<file path="src/source/noc_pkg.sv">
package noc_pkg;

  localparam int flit_width_gp = 32;
  localparam int len_width_gp  = 4;
  localparam int cid_width_gp  = 2;

  typedef logic [len_width_gp-1:0] len_t;
  typedef logic [cid_width_gp-1:0] cid_t;

  // len sits in the lowest header bits
  typedef struct packed {
    logic [flit_width_gp-cid_width_gp-len_width_gp-1:0] payload;
    cid_t                                               cid;
    len_t                                               len;
  } wh_flit_t;

  typedef struct packed {
    logic     v;
    wh_flit_t data;
    logic     ready_and;
  } wh_link_t;

  // remaining is zero while a header is expected
  function automatic len_t next_remaining(len_t remaining, wh_flit_t flit);
    return (remaining == '0) ? flit.len : len_t'(remaining - 1'b1);
  endfunction

  function automatic logic is_last_flit(len_t remaining, wh_flit_t flit);
    return (remaining == '0) ? (flit.len == '0) : (remaining == len_t'(1));
  endfunction

endpackage

</file>
<file path="src/source/link_rr_distributor.sv">
`timescale 1ns/1ps

module link_rr_distributor
 #(parameter int num_channels_p = 2
  )
  (input  logic                                     core_clk_i
  ,input  logic                                     rst_n_i

  ,input  noc_pkg::wh_link_t                        single_link_i
  ,output noc_pkg::wh_link_t                        single_link_o

  ,input  noc_pkg::wh_link_t [num_channels_p-1:0]   chan_links_i
  ,output noc_pkg::wh_link_t [num_channels_p-1:0]   chan_links_o
  );

  import noc_pkg::*;

  localparam int lg_chan_lp = (num_channels_p > 1) ? $clog2(num_channels_p) : 1;

  logic [lg_chan_lp-1:0] send_ptr_r, gather_ptr_r;
  len_t                  send_rem_r, gather_rem_r;
  logic                  send_go, gather_go;
  wh_flit_t              gather_flit;

  function automatic logic [lg_chan_lp-1:0] step_ptr(logic [lg_chan_lp-1:0] ptr);
    return (ptr == lg_chan_lp'(num_channels_p - 1)) ? '0 : lg_chan_lp'(ptr + 1'b1);
  endfunction

  assign gather_flit = chan_links_i[gather_ptr_r].data;
  assign send_go     = single_link_i.v & chan_links_i[send_ptr_r].ready_and;
  assign gather_go   = chan_links_i[gather_ptr_r].v & single_link_i.ready_and;

  assign single_link_o = '{v:         chan_links_i[gather_ptr_r].v
                          ,data:      gather_flit
                          ,ready_and: chan_links_i[send_ptr_r].ready_and};

  always_comb
  begin
    for (int i = 0; i < num_channels_p; i++)
    begin
      chan_links_o[i].v         = single_link_i.v & (send_ptr_r == lg_chan_lp'(i));
      chan_links_o[i].data      = single_link_i.data;
      chan_links_o[i].ready_and = single_link_i.ready_and & (gather_ptr_r == lg_chan_lp'(i));
    end
  end

  // pointers only move past a packet's last flit
  always_ff @(posedge core_clk_i)
  begin
    if (!rst_n_i)
    begin
      send_ptr_r   <= '0;
      send_rem_r   <= '0;
      gather_ptr_r <= '0;
      gather_rem_r <= '0;
    end
    else
    begin
      if (send_go)
      begin
        send_rem_r <= next_remaining(send_rem_r, single_link_i.data);
        if (is_last_flit(send_rem_r, single_link_i.data))
          send_ptr_r <= step_ptr(send_ptr_r);
      end
      if (gather_go)
      begin
        gather_rem_r <= next_remaining(gather_rem_r, gather_flit);
        if (is_last_flit(gather_rem_r, gather_flit))
          gather_ptr_r <= step_ptr(gather_ptr_r);
      end
    end
  end

endmodule

</file>
<file path="config.mk">
export PLATFORM = sky130hd
export DESIGN_NAME = link_rr_distributor
export DESIGN_NICKNAME = d
export VERILOG_FILES = /design/src/source/noc_pkg.sv /design/src/source/link_rr_distributor.sv
export SDC_FILE = /design/constraint.sdc
export NUM_CORES = 1
export LEC_CHECK = 0
export BUFFER_PORTS_ARGS = -buffer_cell sky130_fd_sc_hd__buf_2
export CAP_MARGIN = 20
export CORE_AREA = 2 2 81 83
export CTS_BUF_LIST = sky130_fd_sc_hd__clkbuf_2
export CTS_CLUSTER_DIAMETER = 60
export DETAILED_ROUTE_END_ITERATION = 7
export DIE_AREA = 0 0 83 85
export PLACE_DENSITY = 0.69
export SLEW_MARGIN = 20
export SYNTH_ARGS = -nofsm -noshare
export SYNTH_HDL_FRONTEND = slang
export SYNTH_SLANG_ARGS = --single-unit
</file>
<file path="constraint.sdc">
create_clock -name core_clk_i -period 1.5 [get_ports core_clk_i]
set_clock_uncertainty 0.05 [all_clocks]
set_input_delay 0.3 -clock core_clk_i [delete_from_list [all_inputs] [get_ports core_clk_i]]
set_output_delay 0.3 -clock core_clk_i [all_outputs]
set_load 0.03 [all_outputs]
</file>
Yosys cells after proc, flatten, opt, wreduce, memory -nomap -nowiden. Cells that the tools add are included.

Output and inout bits: 102. Input bits: 104. Flip-flop bits (word level): 10.

Reductions and logical operators: 6. Add/subtract/negate cells: 4. Bitwise operators: 8. Multiplexer cells: 10. Order comparisons: 2. Equality and inequality tests: 2.

Operators with widths (count): 34-bit 2-to-1 mux (2); 4-bit zero test (4); 4-bit by 1-bit == test with 1-bit output (second input constant) (2); 4-bit 2-to-1 mux (2); 4-bit by 1-bit subtractor with 4-bit output (second input constant) (2); 1-bit AND (6); 1-bit 2-to-1 mux (6); 1-bit by 2-bit < comparator with 1-bit output (second input constant) (2); 2-bit AND reduction (2); 1-bit adder (second input constant) (2); 1-bit NOT (2).

Depth between registers and ports, before layout.
Depth in word-level cells: 5. Gate-level depth with buffers: 6. Mapped depth without buffers: 6.

Worst setup path before layout. Ideal clock, no wire load.

Kind: reg-to-reg. Start: register send_rem_r[0]. End: register send_rem_r[0]. Path slack: -0.071 ns. Setup time: 0.116 ns. Arrival time: 1.405 ns. Stages on the path, launching flop included: 7. Cells stage by stage: dfxtp_1 inv_1 ha_1 or3b_2 nor2_1 nor2_1 o211a_1.

Cells in the longest elaborated chain, start to end: 2. Elaborated cells on any way between the ends: 3.

RTL lines: from (decl) (line link_rr_distributor.sv:21) `len_t send_rem_r, gather_rem_r;`; from (signal assigned) (line link_rr_distributor.sv:61) `send_rem_r <= next_remaining(send_rem_r, single_link_i.data);`; 4-bit by 1-bit subtractor with 4-bit output / 4-bit zero test (equally long branches) (line noc_pkg.sv:25) `return (remaining == '0) ? flit.len : len_t'(remaining - 1'b1);`; 4-bit 2-to-1 mux (*) (line noc_pkg.sv:25).

Mark *: on every way between the ends. The rest lies on a longest branch, timed or not. A chain may end at the register's enable or synchronous reset.

==> metrics.md <==
| Metric | Value |
|---|---|
| Syn Inst Count | between 150 and 200 |
| I/O Buffers | 121 |
| GRT Util Overall | 0.152 |
| Die area | 7060 um2 |
| Flop-to-flop setup slack | -0.02 ns |
| Sequential element share of the synthesized area | 0.130 |
| Clock Sinks | 10 |
| MaxCap Viol Count | 0 |
| Worst-Skew Late Latency | roughly 0.25 ns |
| Synth Area in Compound Gates | 0.0909 |
| Row count | 29 |
| Min Tclk post-route | between 1.5 and 2 ns |
| Fmax achieved | 586 MHz |
| Pin count of the biggest net entering global routing | 15 |
| Leakage power | around 1.1 nW |
| Area leader, netlist | buf_4 |
| Nets | about 360 |
| Worst setup EP type | output port |
| Multiplexer share of the synthesized area | 0.264 |
| Drt pass-1 iters | 3 |
| Critical path arrival | roughly 1.4 ns |
| FF+latch count, synth | 10 |
| Max-slew violations | 0 |
| Setup Crit Path Kind | flop to output port |
| Psw | around 0.70 mW |
| Vias in the first global route | around 1500 |
| Largest family of logic cells by synthesized area | buffers and inverters |
| CP max stage cell | dfxtp_4 |
| Outcome | finished with violations |
| Clock power frac | 0.097 |
| Largest cells by area after synthesis | buf_4, mux2_2, dfxtp_1 |
| Routed WL | 5700 um |
| R2R depth | 5 |
| R2R Path End | gather_ptr_r$_SDFFE_PN0P_ |
| GR Overflow Total | 0 |
| Power density over cell area | 726 nW/um2 |
| Combinational fraction of design power | 0.704 |
| Sw Ratio | 0.430 |
| Antenna violations before repair | 0 |
| CTS tree | yes |
| Internal power | 0.926 mW |
| Dpl ws | -0.0465 ns |
| GP Congestion | about 0.89 |
| Fin. Hold Viols | 0 |
| Hpwl dp | around 4400 um |
| Hold path depth | 2 |
| Worst path max stage delay | approximately 0.4 ns |
| Crit-path max FO | 10 |
| Vias per inst | 4.51 |
| Final ANT Viol Nets | 0 |
| Synth cell types | 36 |
| Worst relative slew slack | 0.797 |
| Failing checks | setup timing |
| Placed cell area | 1840 um2 |
| Layout cells sized above 1 | 0.753 |
| RSZ-0062 raised after global routing | yes |
| First-pass GRT wire length | between 8000 and 9000 um |
| Final WS setup | -0.207 ns |
| DIE WIDTH | roughly 83 um |
| Total CTS buffers | 3 |
| Post-synthesis xor/xnor area fraction | 0 |
| Synth Area in Simple Gates | 0.140 |
| Crit path cell chain | buf_6 > mux2_2 > buf_2 |
| Hold Path Class | primary input to flop |
| Seq pwr share | 0.199 |
| FF-to-FF Start | gather_ptr_r$_SDFFE_PN0P_ |
| CP required | about 1.2 ns |
| Antenna cells | 0 |
| Yosys Warn Count | 0 |
| Power Total | between 1.5 and 2 mW |
| Max H-tree Level | 1 |
| Core area | roughly 6200 um2 |
| Final instance area | between 2000 and 2500 um2 |
| Hold endpoint | gather_rem_r[1]$_SDFFE_PN0P_ |
| Setup violations, final | 34 |
| Clock Path Buffers | 2 |
| Area delta synth->final | 45.0% |
| Clock slew at reported path FFs | between 0.1 and 0.15 ns |
| Routed WL per cell | about 17 um |
| Die height | 85 um |
| DRT iter0 DRCs | 40 |
| Slew @ Worst Pin | between 0.3 and 0.4 ns |
| Final TNS setup | -5.19 ns |
| Final period util | 1.14 |
| CP Launch Type | flop |
| Yosys top cell area share | 0.312 |
| Root buffer cell | clkbuf_2 |
| Netlist Area Pre-Place | 1540 um2 |
| Vias | between 1000 and 1500 |
| Hold_sp | rst_n_i |
| Worst VDD drop | 0.000458 V |
| Syn avg cell area | around 8.5 um2 |
| I/O Pins | around 210 |
| Adder-cell area share of the yosys netlist | 0.0325 |
| Net count after synthesis | a little under 300 |
| Drc violations | 0 |
| Initial Util | 0.248 |
==> worst max-delay path by stage <==
stage | start | end | slack, ns | cells after the start
after floorplan | send_rem_r[0]$_SDFFE_PN0P_ | send_rem_r[0]$_SDFFE_PN0P_ | 0.04 | 6
after global placement | gather_ptr_r$_SDFFE_PN0P_ | gather_ptr_r$_SDFFE_PN0P_ | -0.01 | 5
after detailed placement | gather_ptr_r$_SDFFE_PN0P_ | gather_ptr_r$_SDFFE_PN0P_ | -0.05 | 5
after CTS | gather_ptr_r$_SDFFE_PN0P_ | single_link_o[15] | -0.24 | 3
after global routing | gather_ptr_r$_SDFFE_PN0P_ | single_link_o[33] | -0.29 | 3
final | gather_ptr_r$_SDFFE_PN0P_ | single_link_o[28] | -0.21 | 3
==> power groups by stage <==
stage	registers (mW)	logic [mW]	clock network, mW
global route	0.329	1.22	0.196
CTS	0.322	1.09	0.170
detailed placement	0.320	0.901	0
finish	0.323	1.14	0.157
global placement	0.319	0.894	0
floorplan	0.318	0.872	0
==> cell usage in the layout (no fill, tap or decap), drive strengths merged, types with 2 or more instances in the layout <==
cell / n
clkbuf: 3
nor2b: 2
dfxtp: 10
or3: 3
ha: 4
nor3: 2
buf: 137
a21oi: 7
nand2: 10
mux2: 34
o41ai: 2
nand3: 3
nor4: 3
o211ai: 2
inv: 6
nor2: 5
mux2i: 2
and2: 4
o21a: 2
==> synthesized netlist by cell type <==
| cell type | n |
|---|---|
| mux2_2 | 33 |
| a31oi_1 | 1 |
| o41a_1 | 1 |
| or3_1 | 3 |
| buf_6 | 1 |
| nor2_1 | 5 |
| a311oi_1 | 1 |
| or2_2 | 1 |
| o41ai_1 | 2 |
| nand2_4 | 1 |
| o21a_1 | 2 |
| o21ba_2 | 1 |
| buf_4 | 64 |
| or3b_2 | 1 |
| dfxtp_1 | 10 |
| o211a_1 | 1 |
| or4_1 | 1 |
| nor3b_1 | 1 |
| nand2_1 | 9 |
| a21oi_1 | 7 |
| nand3b_1 | 1 |
| mux2i_1 | 2 |
| nand2b_1 | 1 |
| ha_1 | 4 |
| o221a_2 | 1 |
| nor4_1 | 3 |
| buf_2 | 2 |
| nand3_1 | 3 |
| inv_1 | 6 |
| nand4b_1 | 1 |
| nor3_1 | 2 |
| clkbuf_1 | 1 |
| o211ai_1 | 2 |
| and2_1 | 4 |
| mux2_4 | 1 |
| nor2b_1 | 2 |
==> worst max-delay path: cells and delay by family (launching register included) <==
family	cells	cell delay (ns)
flip-flops	1	0.41
buffers and inverters	2	0.34
multiplexers	1	0.35
==> per-layer routing <==
| layer | track usage | routed length [um] |
|---|---|---|
| met1 | 0.168 | 2190 |
| met2 | 0.260 | 2640 |
| met3 | 0.0807 | 745 |
| met4 | 0.0373 | 127 |
| met5 | 0 | 0 |
==> layout make-up <==
cell class	instances	area [um2]
multi-input combinational	98	955
inverter	6	22.5
fill	631	3970
timing repair buffer	137	935
clock buffer	3	15.0
tap	77	96.3
sequential	10	209
clock inverter	1	3.75
==> per-stage QoR <==
stage	hold slack, ns	utilization	instances
after floorplan	0.367	-	182
after global placement	0.439	0.296	322
after detailed placement	0.450	0.296	322
after CTS	0.274	0.345	329
after global routing	0.240	0.360	332
final	0.290	0.360	332
==> kinds of logic after synthesis <==
family          Yosys count
mux                      36
flops                    10
simple gates             39
compound gates           19
fa+ha+maj                 4
buf+inv                  74
==> timing repair <==
item | CTS | global route
pin swaps | 0 | 4
setup buffers | 2 | 3
resized for setup | 76 | 24
setup endpoints to repair | 39 | 43
hold buffers | 0 | 0
gates cloned | 1 | 0
==> sequential cells by signal (all words and copies together) (netlist names) <==
name and flops:
gather_ptr_r 1, send_ptr_r 1, gather_rem_r 4, send_rem_r 4
(Power assumes the default switching activity.)
