File: config.mk
export PLATFORM = sky130hd
export DESIGN_NAME = io_channel_link
export DESIGN_NICKNAME = d
export VERILOG_FILES = /design/src/source/noc_pkg.sv /design/src/source/io_link_pkg.sv /design/src/source/io_channel_link.sv /design/src/source/link_fifo.sv
export SDC_FILE = /design/constraint.sdc
export NUM_CORES = 1
export LEC_CHECK = 0
export ABC_AREA = 1
export BUFFER_PORTS_ARGS = -buffer_cell sky130_fd_sc_hd__buf_2
export CAP_MARGIN = 20
export CORE_MARGIN = 2
export CORE_UTILIZATION = 30
export DETAILED_ROUTE_END_ITERATION = 10
export SKIP_LAST_GASP = 1
export SYNTH_ARGS = -nofsm -noshare
export SYNTH_HDL_FRONTEND = slang
export SYNTH_SLANG_ARGS = --single-unit
File: constraint.sdc
create_clock -name core_clk_i -period 4.18 [get_ports core_clk_i]
set_input_delay 0.209 -clock core_clk_i [delete_from_list [all_inputs] [get_ports core_clk_i]]
set_output_delay 0.209 -clock core_clk_i [all_outputs]
set_load 0.03 [all_outputs]
File: src/source/noc_pkg.sv
package noc_pkg;

  localparam int flit_width_gp = 32;
  localparam int len_width_gp  = 4;
  localparam int cid_width_gp  = 2;

  typedef logic [len_width_gp-1:0] len_t;
  typedef logic [cid_width_gp-1:0] cid_t;

  // len sits in the lowest header bits
  typedef struct packed {
    logic [flit_width_gp-cid_width_gp-len_width_gp-1:0] payload;
    cid_t                                               cid;
    len_t                                               len;
  } wh_flit_t;

  typedef struct packed {
    logic     v;
    wh_flit_t data;
    logic     ready_and;
  } wh_link_t;

  // remaining is zero while a header is expected
  function automatic len_t next_remaining(len_t remaining, wh_flit_t flit);
    return (remaining == '0) ? flit.len : len_t'(remaining - 1'b1);
  endfunction

  function automatic logic is_last_flit(len_t remaining, wh_flit_t flit);
    return (remaining == '0) ? (flit.len == '0) : (remaining == len_t'(1));
  endfunction

endpackage

File: src/source/io_link_pkg.sv
package io_link_pkg;

  localparam int beat_width_gp = 8;

  // beats needed to carry one wormhole flit
  localparam int beats_per_flit_gp = noc_pkg::flit_width_gp / beat_width_gp;

  typedef struct packed {
    logic                     v;
    logic [beat_width_gp-1:0] data;
  } io_beat_t;

endpackage

File: src/source/io_channel_link.sv
`timescale 1ns/1ps

module io_channel_link
 #(parameter int io_credits_p = 8
  )
  (input  logic                   core_clk_i
  ,input  logic                   rst_n_i

  ,input  noc_pkg::wh_link_t      core_link_i
  ,output noc_pkg::wh_link_t      core_link_o

  ,output io_link_pkg::io_beat_t  io_beat_o
  ,input  logic                   io_token_i

  ,input  io_link_pkg::io_beat_t  io_beat_i
  ,output logic                   io_token_o
  );

  import noc_pkg::*;
  import io_link_pkg::*;

  localparam int credit_width_lp = $clog2(io_credits_p + 1);
  localparam int tx_cnt_width_lp = $clog2(beats_per_flit_gp + 1);
  localparam int rx_cnt_width_lp = $clog2(beats_per_flit_gp);
  localparam int asm_width_lp    = (beats_per_flit_gp - 1) * beat_width_gp;

  logic [flit_width_gp-1:0]   tx_shift_r;
  logic [tx_cnt_width_lp-1:0] tx_cnt_r;
  logic [credit_width_lp-1:0] credits_r;
  logic                       beat_send, last_send, tx_ready, tx_accept;

  logic                       rx_in_ready, rx_v, rx_pop, last_beat;
  io_beat_t                   rx_beat;
  logic [rx_cnt_width_lp-1:0] rx_cnt_r;
  logic [asm_width_lp-1:0]    asm_r;
  wh_flit_t                   flit_r;
  logic                       flit_v_r, flit_taken, token_r;

  // transmit side sends the lowest beat first
  assign beat_send = (tx_cnt_r != '0) & (credits_r != '0);
  assign last_send = beat_send & (tx_cnt_r == tx_cnt_width_lp'(1));
  assign tx_ready  = ((tx_cnt_r == '0) | last_send) & (credits_r != '0);
  assign tx_accept = core_link_i.v & tx_ready;

  assign io_beat_o = '{v: beat_send, data: tx_shift_r[beat_width_gp-1:0]};

  always_ff @(posedge core_clk_i)
  begin
    if (tx_accept)
      tx_shift_r <= core_link_i.data;
    else if (beat_send)
      tx_shift_r <= tx_shift_r >> beat_width_gp;
  end

  always_ff @(posedge core_clk_i)
  begin
    if (!rst_n_i)
    begin
      tx_cnt_r  <= '0;
      credits_r <= credit_width_lp'(io_credits_p);
    end
    else
    begin
      if (tx_accept)
        tx_cnt_r <= tx_cnt_width_lp'(beats_per_flit_gp);
      else if (beat_send)
        tx_cnt_r <= tx_cnt_r - 1'b1;
      credits_r <= credits_r + credit_width_lp'(io_token_i) - credit_width_lp'(beat_send);
    end
  end

  // receive buffer sized to the credits
  link_fifo
 #(.depth_p   (io_credits_p)
  ,.payload_t (io_beat_t)
  ) rx_fifo
  (.core_clk_i (core_clk_i)
  ,.rst_n_i    (rst_n_i)
  ,.in_v_i     (io_beat_i.v)
  ,.in_data_i  (io_beat_i)
  ,.in_ready_o (rx_in_ready)
  ,.out_v_o    (rx_v)
  ,.out_data_o (rx_beat)
  ,.out_ready_i(rx_pop)
  );

  assign last_beat  = (rx_cnt_r == rx_cnt_width_lp'(beats_per_flit_gp - 1));
  assign flit_taken = flit_v_r & core_link_i.ready_and;
  // only the final beat waits for the output register
  assign rx_pop     = rx_v & (~last_beat | ~flit_v_r | flit_taken);

  always_ff @(posedge core_clk_i)
  begin
    if (rx_pop)
    begin
      if (last_beat)
        flit_r <= wh_flit_t'({rx_beat.data, asm_r});
      else
        asm_r <= {rx_beat.data, asm_r[asm_width_lp-1:beat_width_gp]};
    end
  end

  always_ff @(posedge core_clk_i)
  begin
    if (!rst_n_i)
    begin
      rx_cnt_r <= '0;
      flit_v_r <= 1'b0;
      token_r  <= 1'b0;
    end
    else
    begin
      token_r <= rx_pop;
      if (rx_pop)
        rx_cnt_r <= last_beat ? '0 : rx_cnt_r + 1'b1;
      if (rx_pop && last_beat)
        flit_v_r <= 1'b1;
      else if (flit_taken)
        flit_v_r <= 1'b0;
    end
  end

  assign io_token_o  = token_r;
  assign core_link_o = '{v: flit_v_r, data: flit_r, ready_and: tx_ready};

  credit_bound_a: assert property (@(posedge core_clk_i) disable iff (!rst_n_i)
    credits_r <= credit_width_lp'(io_credits_p))
    else $error("credit counter above %0d", io_credits_p);

  // far side must respect our credits
  no_beat_drop_a: assert property (@(posedge core_clk_i) disable iff (!rst_n_i)
    io_beat_i.v |-> rx_in_ready)
    else $error("beat arrived with receive buffer full");

endmodule

File: src/source/link_fifo.sv
`timescale 1ns/1ps

module link_fifo
 #(parameter int  depth_p   = 2
  ,parameter type payload_t = logic [7:0]
  )
  (input  logic     core_clk_i
  ,input  logic     rst_n_i

  ,input  logic     in_v_i
  ,input  payload_t in_data_i
  ,output logic     in_ready_o

  ,output logic     out_v_o
  ,output payload_t out_data_o
  ,input  logic     out_ready_i
  );

  localparam int ptr_width_lp = (depth_p > 1) ? $clog2(depth_p) : 1;
  localparam int cnt_width_lp = $clog2(depth_p + 1);

  payload_t                mem_r [depth_p];
  logic [ptr_width_lp-1:0] wr_ptr_r, rd_ptr_r;
  logic [cnt_width_lp-1:0] count_r;
  logic                    full, empty, wr_en, rd_en;

  assign full  = (count_r == cnt_width_lp'(depth_p));
  assign empty = (count_r == '0);
  assign wr_en = in_v_i & ~full;
  assign rd_en = out_ready_i & ~empty;

  assign in_ready_o = ~full;
  assign out_v_o    = ~empty;
  assign out_data_o = mem_r[rd_ptr_r];

  always_ff @(posedge core_clk_i)
  begin
    if (wr_en)
      mem_r[wr_ptr_r] <= in_data_i;
  end

  always_ff @(posedge core_clk_i)
  begin
    if (!rst_n_i)
    begin
      wr_ptr_r <= '0;
      rd_ptr_r <= '0;
      count_r  <= '0;
    end
    else
    begin
      // pointers wrap at depth_p rather than a power of two
      if (wr_en)
        wr_ptr_r <= (wr_ptr_r == ptr_width_lp'(depth_p - 1)) ? '0 : wr_ptr_r + 1'b1;
      if (rd_en)
        rd_ptr_r <= (rd_ptr_r == ptr_width_lp'(depth_p - 1)) ? '0 : rd_ptr_r + 1'b1;
      count_r <= count_r + cnt_width_lp'(wr_en) - cnt_width_lp'(rd_en);
    end
  end

  no_write_when_full_a: assert property (@(posedge core_clk_i) disable iff (!rst_n_i)
    count_r <= cnt_width_lp'(depth_p))
    else $error("link_fifo took a write while full");

endmodule

Word level (Yosys, flattened, before mapping)
Memory sizes are Yosys's and may differ from the RTL's. A register that Yosys moved wholly into a read port is not among the register bits.
Cells that the tools add are included.

cells by class
  add/sub/neg operators = 8
  equal/unequal tests = 5
  muxes and demuxes = 13
  bitwise gates (word level) = 16
  reduce and logical (&&, ||, !) cells = 10

operator list
  kind                                                                count
  32-bit two-way mux                                                  2
  3-bit two-way mux                                                   6
  4-bit by 1-bit adder with 4-bit output                              2
  1-bit AND                                                           8
  4-bit by 1-bit subtractor with 4-bit output                         2
  3-bit by 1-bit adder with 3-bit output, second input constant       2
  3-bit == test, second input constant                                2
  1-bit NOT                                                           5
  4-bit == test, second input constant                                1
  4-bit logical NOT                                                   1
  1-bit two-way mux                                                   4
  2-bit AND reduction                                                 2
  2-bit nonzero test                                                  2
  4-bit nonzero test                                                  1
  3-bit by 1-bit == test with 1-bit output, second input constant     1
  3-bit logical NOT                                                   1
  1-bit bitwise OR                                                    3
  3-bit nonzero test                                                  1
  3-bit by 1-bit subtractor with 3-bit output, second input constant  1
  2-bit by 1-bit adder with 2-bit output, second input constant       1
  2-bit == test, second input constant                                1
  2-bit two-way mux                                                   1
  2-bit OR reduction                                                  1
  1-bit logical AND                                                   1

storage, ports and cells
  bits in registers = 109
  bits in writable memories = 72
  output and inout bits = 44
  word-level logic and storage cells = 67
  memories kept = 1

memory list
  memory         depth  bits a word  rd ports  clocked after Yosys merged registers in  wr ports  RTL line         source
  rx_fifo.mem_r  8      9            1         1                                        1         link_fifo.sv:22  payload_t mem_r [depth_p];

Depth between registers and ports, before layout
  depth in word-level cells = 8
  depth in mapped cells = 13

By module
From an unflattened synthesis, not the netlist that was laid out.

unflattened totals
  cells, all modules = 685
  area, all modules = 7697.4 um^2

by module, submodules not included
  module           times used  cells each  area each (um^2)
  link_fifo        1           406         3907.5
  io_channel_link  1           279         3789.9

Worst setup path before layout
Ideal clock, no wire load.

  path type = register to register
  start point = reg rx_fifo.count_r[2]
  end point = reg flit_r, in the netlist core_link_o[10] (enable)
  library setup time = 421 ps
  data arrival time = 2065 ps
  path slack = 1694 ps
  cell stages (with the launch flop) = 6
  path buffers = 0
  clock period less this slack = 2486 ps
  path through = dfxtp_1 inv_1 ha_1 nand3_2 nand2_2 nor2_1

between the ends
  cells in the longest elaborated chain, start to end = 4

RTL lines
  element                        RTL line               source
  start, declared                link_fifo.sv:24        logic [cnt_width_lp-1:0] count_r;
  start signal, assigned         link_fifo.sv:57        count_r <= count_r + cnt_width_lp'(wr_en) - cnt_width_lp'(rd_en);
  4-bit logical NOT              link_fifo.sv:28        assign empty = (count_r == '0);
  1-bit NOT                      link_fifo.sv:33        assign out_v_o = ~empty;
  1-bit AND                      io_channel_link.sv:90  assign rx_pop = rx_v & (~last_beat | ~flit_v_r | flit_taken);
  2-bit AND reduction (no line)  -
  end signal, assigned           io_channel_link.sv:97  flit_r <= wh_flit_t'({rx_beat.data, asm_r});
  end, declared                  io_channel_link.sv:36  wh_flit_t flit_r;

No other way between the ends.
A chain may end at the register's enable or synchronous reset.

Final worst setup path
  start point = reg tx_cnt_r[0]
  end point = reg credits_r[1]

between the ends
  cells in the longest elaborated chain, start to end = 3

RTL lines
  element                                      RTL line               source
  start, declared                              io_channel_link.sv:28  logic [tx_cnt_width_lp-1:0] tx_cnt_r;
  start signal, assigned                       io_channel_link.sv:65  tx_cnt_r <= tx_cnt_width_lp'(beats_per_flit_gp);
  start signal, assigned                       io_channel_link.sv:67  tx_cnt_r <= tx_cnt_r - 1'b1;
  3-bit nonzero test                           io_channel_link.sv:40  assign beat_send = (tx_cnt_r != '0) & (credits_r != '0);
  1-bit AND                                    io_channel_link.sv:40
  4-bit by 1-bit subtractor with 4-bit output  io_channel_link.sv:68  credits_r <= credits_r + credit_width_lp'(io_token_i) - credit_width_lp'(beat_send);
  end signal, assigned                         io_channel_link.sv:60  credits_r <= credit_width_lp'(io_credits_p);
  end signal, assigned                         io_channel_link.sv:68
  end, declared                                io_channel_link.sv:29  logic [credit_width_lp-1:0] credits_r;

No other way between the ends.

==> impl_metrics.tcl <==
set metrics [dict create \
    status "finished, final reports clean" \
    die_h_um 158 \
    grt_overflow 0 \
    clkSinkCount 176 \
    drv_slew 0 \
    die_w_um 158 \
    synthAdderAreaFrac 0.0391 \
    synth_compound_area_frac 0.0321 \
    synth_top_area_share 0.643 \
    synthXorXnorAreaFrac 0.00247 \
    synth_cells 576 \
    grt_pass1_wl_um 19500 \
    max-cap-violations 0 \
    cts-root-buf "clkbuf_16" \
    r2r_start "tx_cnt_r[0]" \
    dpl.hpwl_um 8250 \
    gp_congestion 0.735 \
    grt_pass1_vias 3814 \
    worst_pin_slew_ns 1.01 \
    die_area_mm2 0.0249 \
    hold_path_class "input pin to flip-flop" \
    rsz0062_at_grt "no" \
    cts_tree "yes" \
    hold_viol 0 \
    fillerInstances 2277 \
    floorplan.initialDensity 0.304 \
    synth_simple_gate_area_frac 0.155 \
    final_cells 987 \
    postSynthAreaPerCell_um2 12.3 \
    ys_seq_elements 176 \
    fp.coreArea_mm2 0.0233 \
    place_inst 955 \
    initialDrtViolationCount 219 \
    wl_per_cell_um 12.9 \
    final.min_clock_period_ns 2.24 \
    startpoint_type "flip-flop" \
    drc_errors 0 \
    antenna_found_initial 1 \
    fin_crit_sh 0.536 \
    relSlewSlack 0.328 \
    routed_wl_um 12800 \
    ant_nets 0 \
    hold_ws_ns 0.0751 \
    path_class "flip-flop to flip-flop" \
    num-nets-final 722 \
    power.leakage_uw 0.00334 \
    yosys_warnings 0 \
    reg2reg_slack_ns 1.94 \
    route.vias.total 4115 \
    dr.pass1.iters 4 \
    worstPathRequired_ns 4.50 \
    io_buffers 89 \
    cp-startpoint "tx_cnt_r[0]" \
    clk_transition_reported_paths_ns 0.07 \
    via_per_inst 4.17 \
    clock_latency_ns 0.42 \
    grtUsageTotal 0.104 \
    cts.htree.levels 4 \
    synth_seq_area_share 0.710 \
    yosysTopAreaCell "edfxtp_1" \
    critical_path.max_fanout 5 \
    skew_ns 0.00935 \
    ctsLongestPathBuffers 2 \
    synth_fp_nets 643 \
    drive_gt1_frac 0.225 \
    synthMuxAreaShare 0 \
    max_freq_mhz 447 \
    yosysUniqueCellTypes 25 \
    cp.arrival_ns 2.56 \
    cts_buffers 17 \
    setup_violations 0 \
    cts_hold_buffers 0 \
    finalPower_uw 6260 \
    antennaDiodeCount 0 \
    area_growth_pct 16.5 \
    end_kind "flip-flop" \
    seqCellArea_mm2 0.00504 \
    min_from "io_beat_i[6]" \
    fin_tns_setup_ns 0 \
    synth_area_mm2 0.00710 \
    cts_resized 0 \
    synth_top_family_by_area "simple AND/OR/NAND/NOR gates" \
    multi_input_area_mm2 0.00163 \
    ios 90 \
    pwr_density_cell_mw_per_mm2 756 \
    postCtsSetupRepairBufs 0 \
    yosys-top-cells-area "edfxtp_1, dfxtp_1, nand2_1" \
    vdd_drop_max_v 0.000258 \
    num_rows 56 \
    grt_max_degree 36 \
]
==> worst paths after layout <==
| path | end | cells past startpoint |
|---|---|---|
| worst min register to register | core_link_o[2] | 0 |
| worst max-delay path | credits_r[1] | 12 |
| worst max register to register | credits_r[1] | 12 |
| worst min-delay path | rx_fifo.mem_r[1][6] | 1 |
==> flip-flops by register name, indices dropped and copies added, names as in the netlist, named ones only <==
signal            count
rx_fifo.mem_r        64
core_link_o          32
tx_shift_r           32
asm_r                24
credits_r             4
rx_fifo.count_r       4
rx_fifo.rd_ptr_r      3
rx_fifo.wr_ptr_r      3
tx_cnt_r              3
rx_cnt_r              2
flit_v_r              1
io_token_o            1
==> synth_stat cells <==
cell type / number
inv_2: 5
or2_1: 1
nand2_1: 124
fa_1: 2
ha_1: 19
xnor2_1: 1
buf_2: 3
nor2_1: 92
nand2_2: 5
dfxtp_1: 24
xor2_1: 1
inv_4: 2
buf_4: 16
nand3_2: 10
o21ai_1: 30
edfxtp_1: 152
a21oi_1: 9
a22oi_1: 1
inv_1: 36
nor2_2: 3
nand3_1: 21
buf_6: 12
nand3_4: 1
o21ai_0: 5
nand3b_1: 1
==> cell families after synthesis <==
kind of cell | after synthesis
fa+ha+maj | 21
flops | 176
compound gates | 45
buf+inv | 74
simple gates | 258
xor+xnor | 2
==> metrics by stage <==
step	setup slack, ns	instance area (um^2)	utilization
after CTS	1.92	8270	0.355
after floorplan	1.69	7100	-
after detailed placement	1.93	7700	0.330
after global placement	2.01	7700	0.330
final	1.94	8270	0.355
after global routing	1.75	8270	0.355
==> per-layer routing <==
layer  track usage  wire (um)
met5             0         13
met4        0.0398        229
met3        0.0361        676
met2         0.166       6130
met1         0.130       5710
==> worst max-delay path, stage by stage (launching register included) <==
cell and delay [ns]:
dfxtp_1 0.36, inv_1 0.07, ha_1 0.20, ha_1 0.17, inv_1 0.09, nand2_1 0.13, inv_1 0.13, ha_1 0.23
inv_1 0.06, ha_1 0.17, fa_1 0.42, nand2_1 0.08, inv_1 0.03
==> cell usage in the layout, fill, tap and decap left out, types with 4 or more instances in the layout <==
cell type,n
dfxtp_1,24
o21ai_0,5
ha_1,19
nand3_1,21
edfxtp_1,152
inv_1,36
nor2_1,91
inv_8,4
o21ai_1,30
nand2_2,5
nand2_1,124
inv_2,5
clkbuf_16,17
buf_2,89
a21oi_1,9
nand3_2,10
==> where the power goes <==
part | leakage [uW] | internal [uW] | switching, uW
Combinational | 0.00142 | 559 | 1350
Sequential | 0.00164 | 2650 | 178
Clock | 0.000281 | 793 | 728
Total | 0.00334 | 4000 | 2250
==> area by class of cell <==
cell class / instances / share of cell area
repair buffers: 91 / 0.0557
clock inverters: 15 / 0.0178
clock buffers: 17 / 0.0514
flip-flops and latches: 176 / 0.610
multi-input cells: 326 / 0.197
inverters: 43 / 0.0201
well taps: 319 / 0.0483
Note: power is estimated with default switching activity, not from simulation.
